File: src/riscv_v_pkg.sv
// Widths, scalar and vector types for the vector datapath
// OP-V opcode, funct3 and funct6 encodings
// ALU operation enum
`default_nettype none

package riscv_v_pkg;

    // SEW is fixed at 32
    localparam int RISCV_V_ELEN = 32;

    // OP-V major opcode
    localparam logic [6:0] RISCV_V_OPCODE = 7'b1010111;

    // Operand forms
    localparam logic [2:0] RISCV_V_F3_OPIVV = 3'b000;
    localparam logic [2:0] RISCV_V_F3_OPIVI = 3'b011;
    localparam logic [2:0] RISCV_V_F3_OPIVX = 3'b100;

    // Supported operations
    localparam logic [5:0] RISCV_V_F6_VADD  = 6'b000000;
    localparam logic [5:0] RISCV_V_F6_VSUB  = 6'b000010;
    localparam logic [5:0] RISCV_V_F6_VMINU = 6'b000100;
    localparam logic [5:0] RISCV_V_F6_VMAXU = 6'b000110;
    localparam logic [5:0] RISCV_V_F6_VAND  = 6'b001001;
    localparam logic [5:0] RISCV_V_F6_VOR   = 6'b001010;
    localparam logic [5:0] RISCV_V_F6_VXOR  = 6'b001011;
    localparam logic [5:0] RISCV_V_F6_VMV   = 6'b010111;

    typedef logic [31:0] riscv_instruction_t;

    // One scalar value or one element
    typedef logic [RISCV_V_ELEN-1:0] riscv_data_t;

    typedef logic [4:0] riscv_v_addr_t;

    // Raw simm5 field
    typedef logic [4:0] riscv_v_imm_t;

    typedef logic [7:0] riscv_v_vl_t;

    typedef enum logic [2:0] {
        ALU_ADD  = 3'd0,
        ALU_SUB  = 3'd1,
        ALU_AND  = 3'd2,
        ALU_OR   = 3'd3,
        ALU_XOR  = 3'd4,
        ALU_MINU = 3'd5,
        ALU_MAXU = 3'd6,
        ALU_MOVE = 3'd7
    } riscv_v_alu_op_e;

endpackage

`default_nettype wire

File: src/riscv_v_exe.sv
// Vector EXE stage
// Per-lane 32-bit ALU, mask and tail merge, EXE/WB register
`default_nettype none

module riscv_v_exe #(
    parameter int VLEN = 128
) (
    input  logic                                      clk,
    input  logic                                      arst_n,
    input  logic                                      clear_pipe,
    input  logic                                      riscv_stall,
    input  logic                                      exe_valid,
    input  riscv_v_pkg::riscv_v_alu_op_e              exe_op,
    input  riscv_v_pkg::riscv_v_addr_t                exe_vd,
    input  logic                                      exe_vm,
    input  logic [VLEN-1:0]                           exe_srca,
    input  logic [VLEN-1:0]                           exe_srcb,
    input  logic [VLEN-1:0]                           exe_old_vd,
    input  logic [VLEN/riscv_v_pkg::RISCV_V_ELEN-1:0] exe_mask,
    input  riscv_v_pkg::riscv_v_vl_t                  exe_vl,
    output logic                                      fwd_valid,
    output riscv_v_pkg::riscv_v_addr_t                fwd_vd,
    output logic [VLEN-1:0]                           fwd_data,
    output logic                                      wb_valid,
    output riscv_v_pkg::riscv_v_addr_t                wb_vd,
    output logic [VLEN-1:0]                           wb_data
);

    import riscv_v_pkg::*;

    localparam int LANES = VLEN / RISCV_V_ELEN;

    logic [VLEN-1:0] result;

    for (genvar i = 0; i < LANES; i++) begin : g_lane
        riscv_data_t a;
        riscv_data_t b;
        riscv_data_t old;
        riscv_data_t alu;
        logic        keep;

        assign a   = exe_srca[i*RISCV_V_ELEN +: RISCV_V_ELEN];
        assign b   = exe_srcb[i*RISCV_V_ELEN +: RISCV_V_ELEN];
        assign old = exe_old_vd[i*RISCV_V_ELEN +: RISCV_V_ELEN];

        // vs2 is the left operand
        always_comb begin
            case (exe_op)
                ALU_ADD:  alu = b + a;
                ALU_SUB:  alu = b - a;
                ALU_AND:  alu = b & a;
                ALU_OR:   alu = b | a;
                ALU_XOR:  alu = b ^ a;
                ALU_MINU: alu = (b < a) ? b : a;
                ALU_MAXU: alu = (b > a) ? b : a;
                default:  alu = a;
            endcase
        end

        // Tail and masked-off lanes are undisturbed
        assign keep = (riscv_v_vl_t'(i) >= exe_vl) || (!exe_vm && !exe_mask[i]);

        assign result[i*RISCV_V_ELEN +: RISCV_V_ELEN] = keep ? old : alu;
    end

    assign fwd_valid = exe_valid;
    assign fwd_vd    = exe_vd;
    assign fwd_data  = result;

    always_ff @(posedge clk or negedge arst_n) begin
        if (!arst_n) begin
            wb_valid <= 1'b0;
        end else if (clear_pipe) begin
            wb_valid <= 1'b0;
        end else if (!riscv_stall) begin
            wb_valid <= exe_valid;
        end
    end

    always_ff @(posedge clk) begin
        if (!riscv_stall) begin
            wb_vd   <= exe_vd;
            wb_data <= result;
        end
    end

endmodule

`default_nettype wire

File: config.mk
export PLATFORM = sky130hd
export DESIGN_NAME = riscv_v_exe
export DESIGN_NICKNAME = d
export VERILOG_FILES = /design/src/riscv_v_pkg.sv /design/src/riscv_v_exe.sv
export SDC_FILE = /design/constraint.sdc
export NUM_CORES = 1
export LEC_CHECK = 0
export BUFFER_PORTS_ARGS = -buffer_cell sky130_fd_sc_hd__buf_2
export CAP_MARGIN = 20
export CORE_MARGIN = 2
export CORE_UTILIZATION = 35
export DETAILED_ROUTE_END_ITERATION = 16
export PLACE_DENSITY = 0.6
export SLEW_MARGIN = 40
export SYNTH_ARGS = -nofsm -noshare
export SYNTH_HDL_FRONTEND = slang
export SYNTH_SLANG_ARGS = --single-unit
export TNS_END_PERCENT = 100
File: constraint.sdc
create_clock -name clk -period 8.77 [get_ports clk]
set_clock_uncertainty 0.05 [all_clocks]
set_input_delay 1.3155 -clock clk [delete_from_list [all_inputs] [get_ports clk]]
set_output_delay 1.3155 -clock clk [all_outputs]
set_load 0.02 [all_outputs]
==> results.yml <==
outcome:
  outcome: "complete, no violations"
synth:
  postSynthNetCount: 5175
  ys_seq_elements: 134
  yosys-top-cells-count: "a21oi_1 (648), ha_1 (416), inv_1 (379), o21ai_0 (352), nor2_1 (344)"
  synthXorXnorAreaFrac: 0.0302
  synth.area.mux_share: 0.0554
  synth-compound-area-share: 0.378
  post_synth_and_or_nand_nor_area_fraction: 0.143
  post_synth_main_area_contributors: "ha_1 (17%), edfxtp_1 (13%), a21oi_1 (10%)"
  synth_top_family_by_area: "compound AO/OA/AOI/OAI gates"
  ys_types: 91
  post_synth_fa_ha_maj_area_fraction: 0.173
  synth_edf_count: 133
  netlist.area_leader.share: 0.168
  syn_inst: 4341
  async_reset_ff_frac: 0.00746
  synth_area_leader_cell: "ha_1"
  synth_seq_area_share: 0.129
  syn_area_sq_mm: 0.0310
  avgSynthCellArea_sq_um: 7.15
  ys_flop_type: "edfxtp_1"
  most_repeated_cell_in_the_gate_level_netlist_after_synthesis: "a21oi_1"
  ys_warn_count: 0
min_path:
  hold_path_class: "input pin to asynchronous set/reset pin"
flow_run:
  max_capacitance_violation_count: 0
floorplan:
  dieWidth_um: 302
  start_util: 0.352
  i_o_pin_cnt: 678
  die_h_um: 302
  die_footprint_sq_mm: 0.0911
  coreArea_sq_mm: 0.0881
  rows: 109
timing:
  period_needed_ns: 7.18
  max_clock_freq_ghz: 0.139
  timing.final.ws_setup_ns: 1.59
  post-route-period-util: 0.819
  setup_viol: 0
  relSlewSlack: 0.391
  post_route_setup_tns_ns: 0
  report.final.slew_viol_count: 0
  timing_worst_slew_pin_value_ns: 0.891
  unrepaired_setup_endpoints_after_global_routing: "no"
  total_count_of_hold_check_failures_in_the_final_report: 0
critical_path:
  slowest_delay_ns: 0.71
  critPathSlowestCell: "o31ai_1"
  regToRegStartpoint: "wb_valid"
  critical-path-top-cell-by-count: "buf_2"
  timing.setup.critical_path_class: "input pin to primary output"
  critical_path.n_buffers_inverters: 4
  critical_path.top_delay_family: "compound AO/OA/AOI/OAI gates"
  worst_ep_arrival_time_ns: 5.82
  critical_path.cell_chain: "buf_2, inv_1, ha_1, fa_1, o21bai_1, a211oi_1, o21ai_1, nand2_1, o31ai_1, a21oi_4, or2_1, buf_4, o21ai_0, a21oi_1, a311oi_1, buf_2"
  crit_start: "exe_srcb[64]"
  cp-end-kind: "primary output"
  reg2reg_setup_slack_ns: 8.03
  crit_path_max_fanout: 19
  worst_setup_path_start_kind: "input pin"
  timing.critical_path.required_ns: 7.40
clocking:
  root_buffer_master: "clkbuf_16"
  htreeDepth: 4
  clkSinkCount: 134
  post_cts_sizing: 0
  postCtsHoldBufs: 0
  cts.clk_slew.worst_paths_ns: 0.07
  clk-insertion-delay-late_ns: 0.54
  cts-root-to-sink-buffers: 2
  tritoncts: "done"
  cts_made_buffers: 17
  post-cts-setup-buffers: 0
routing:
  detailedRoute.firstPassIterationCount: 6
  drc: 0
  detail-route-antenna-nets: 0
  avgRoutedWirePerCell_um: 25.3
  route.detailed.vias_per_inst: 6.21
  via_count_of_the_routed_design: 37100
  initialDrtViolationCount: 4181
  route.final.wire_length_um: 151000
power_and_ir_drop:
  total_leakage_power_uw: 0.0163
  total_power_divided_by_cell_area_mw_per_mm2: 117
  peakVddDrop_mv: 0.182
global_route:
  via_count_of_the_first_global_routing_pass: 35000
  grt_pass1_wl_um: 220000
  grt_max_degree: 113
  grt_remaining_overflow: 0
  grtUsageTotal: 0.314
  initial_antenna_violation_count: 32
place:
  dpl-instance-area_sq_mm: 0.0354
  numPortBuffers: 677
  gp_routability_congestion: 0.982
  post-place-ws_ns: 1.69
  detailed_place_hpwl_um: 111000
cells_and_area:
  final_area_sq_mm: 0.0361
  finalNetCount: 5611
  layout.core_utilization: 0.409
  layout_cells_sized_above_1: 0.179
  area_growth_pct: 16.1
  n_fill_cell: 9411
## power breakdown
group / internal [uW] / total, uW / switching [uW] / leakage, uW
combinational: 876 / 2580 / 1700 / 0.0147
sequential: 813 / 831 / 18.7 / 0.00132
clock: 442 / 813 / 371 / 0.000277
total: 2130 / 4220 / 2090 / 0.0163
## final timing paths
check                          endpoint  cells after the start
hold reg to reg                wb_valid                      2
max in group asynchronous      wb_valid                      1
min in group clk               wb_valid                      2
setup reg to reg               wb_valid                      2
hold / removal                 wb_valid                      1
setup / recovery           fwd_data[66]                     16
## state kept, by name (all words and copies together), names as in the netlist
name and cells:
wb_valid 1, wb_data 128, wb_vd 5
## logic make-up after synthesis
| family | after synthesis |
|---|---|
| adders and majority gates | 424 |
| xor gates and xnor gates | 107 |
| muxes | 169 |
| buffers and inverters | 719 |
| AOI/OAI and AO/OA | 1823 |
| and+or+nand+nor | 965 |
| DFF | 134 |
## layer usage
layer,wire [um],global-route usage
met1,62600,0.409
met3,13900,0.0580
met2,68700,0.510
met4,5530,0.128
met5,161,0
## placed cells by master (no fill, tap or decap), drive strengths merged, types with 14 or more instances in the layout
cell type | netlist | final
a211oi | 57 | 57
a31oi | 42 | 42
buf | 88 | 752
inv | 379 | 380
edfxtp | 133 | 133
nor2 | 346 | 346
o22ai | 29 | 29
or2 | 15 | 15
xnor2 | 95 | 95
ha | 416 | 416
o31ai | 45 | 45
a22oi | 22 | 22
o221ai | 74 | 74
nand2b | 33 | 33
nand4 | 24 | 24
a221oi | 112 | 112
a21oi | 650 | 650
a2111oi | 14 | 14
a311oi | 68 | 68
o41ai | 18 | 18
o211ai | 31 | 31
nand3 | 100 | 100
mux2i | 165 | 165
a21o | 58 | 58
o311ai | 14 | 14
or3 | 16 | 16
nand2 | 229 | 229
o21a | 27 | 27
o21bai | 66 | 66
diode | 0 | 18
clkbuf | 247 | 18
o21ai | 358 | 358
nor4 | 42 | 42
nor3 | 84 | 84
a221o | 17 | 17
nor2b | 23 | 23
and3 | 17 | 17
## metrics by stage
stage          power, uW  hold slack [ns]  cells
3_5_place_dp        3360            0.500   5921
6_report            4220            0.482   5973
2_1_floorplan       2500            0.586   4341
3_3_place_gp        3340            0.507   5916
4_1_cts             4180            0.449   5953
5_1_grt             4450            0.470   5971
## final cells by class
type,count,area [sq um],share of cell area
multi-input combinational,3488,24400,0.677
timing repair buffer,752,4090,0.113
sequential,134,4020,0.111
tap,1165,1460,0.0404
inverter,384,1450,0.0402
clock buffer,18,429,0.0119
clock inverter,14,160,0.00444
antenna,18,45.0,0.00125
(Power assumes the default switching activity.)
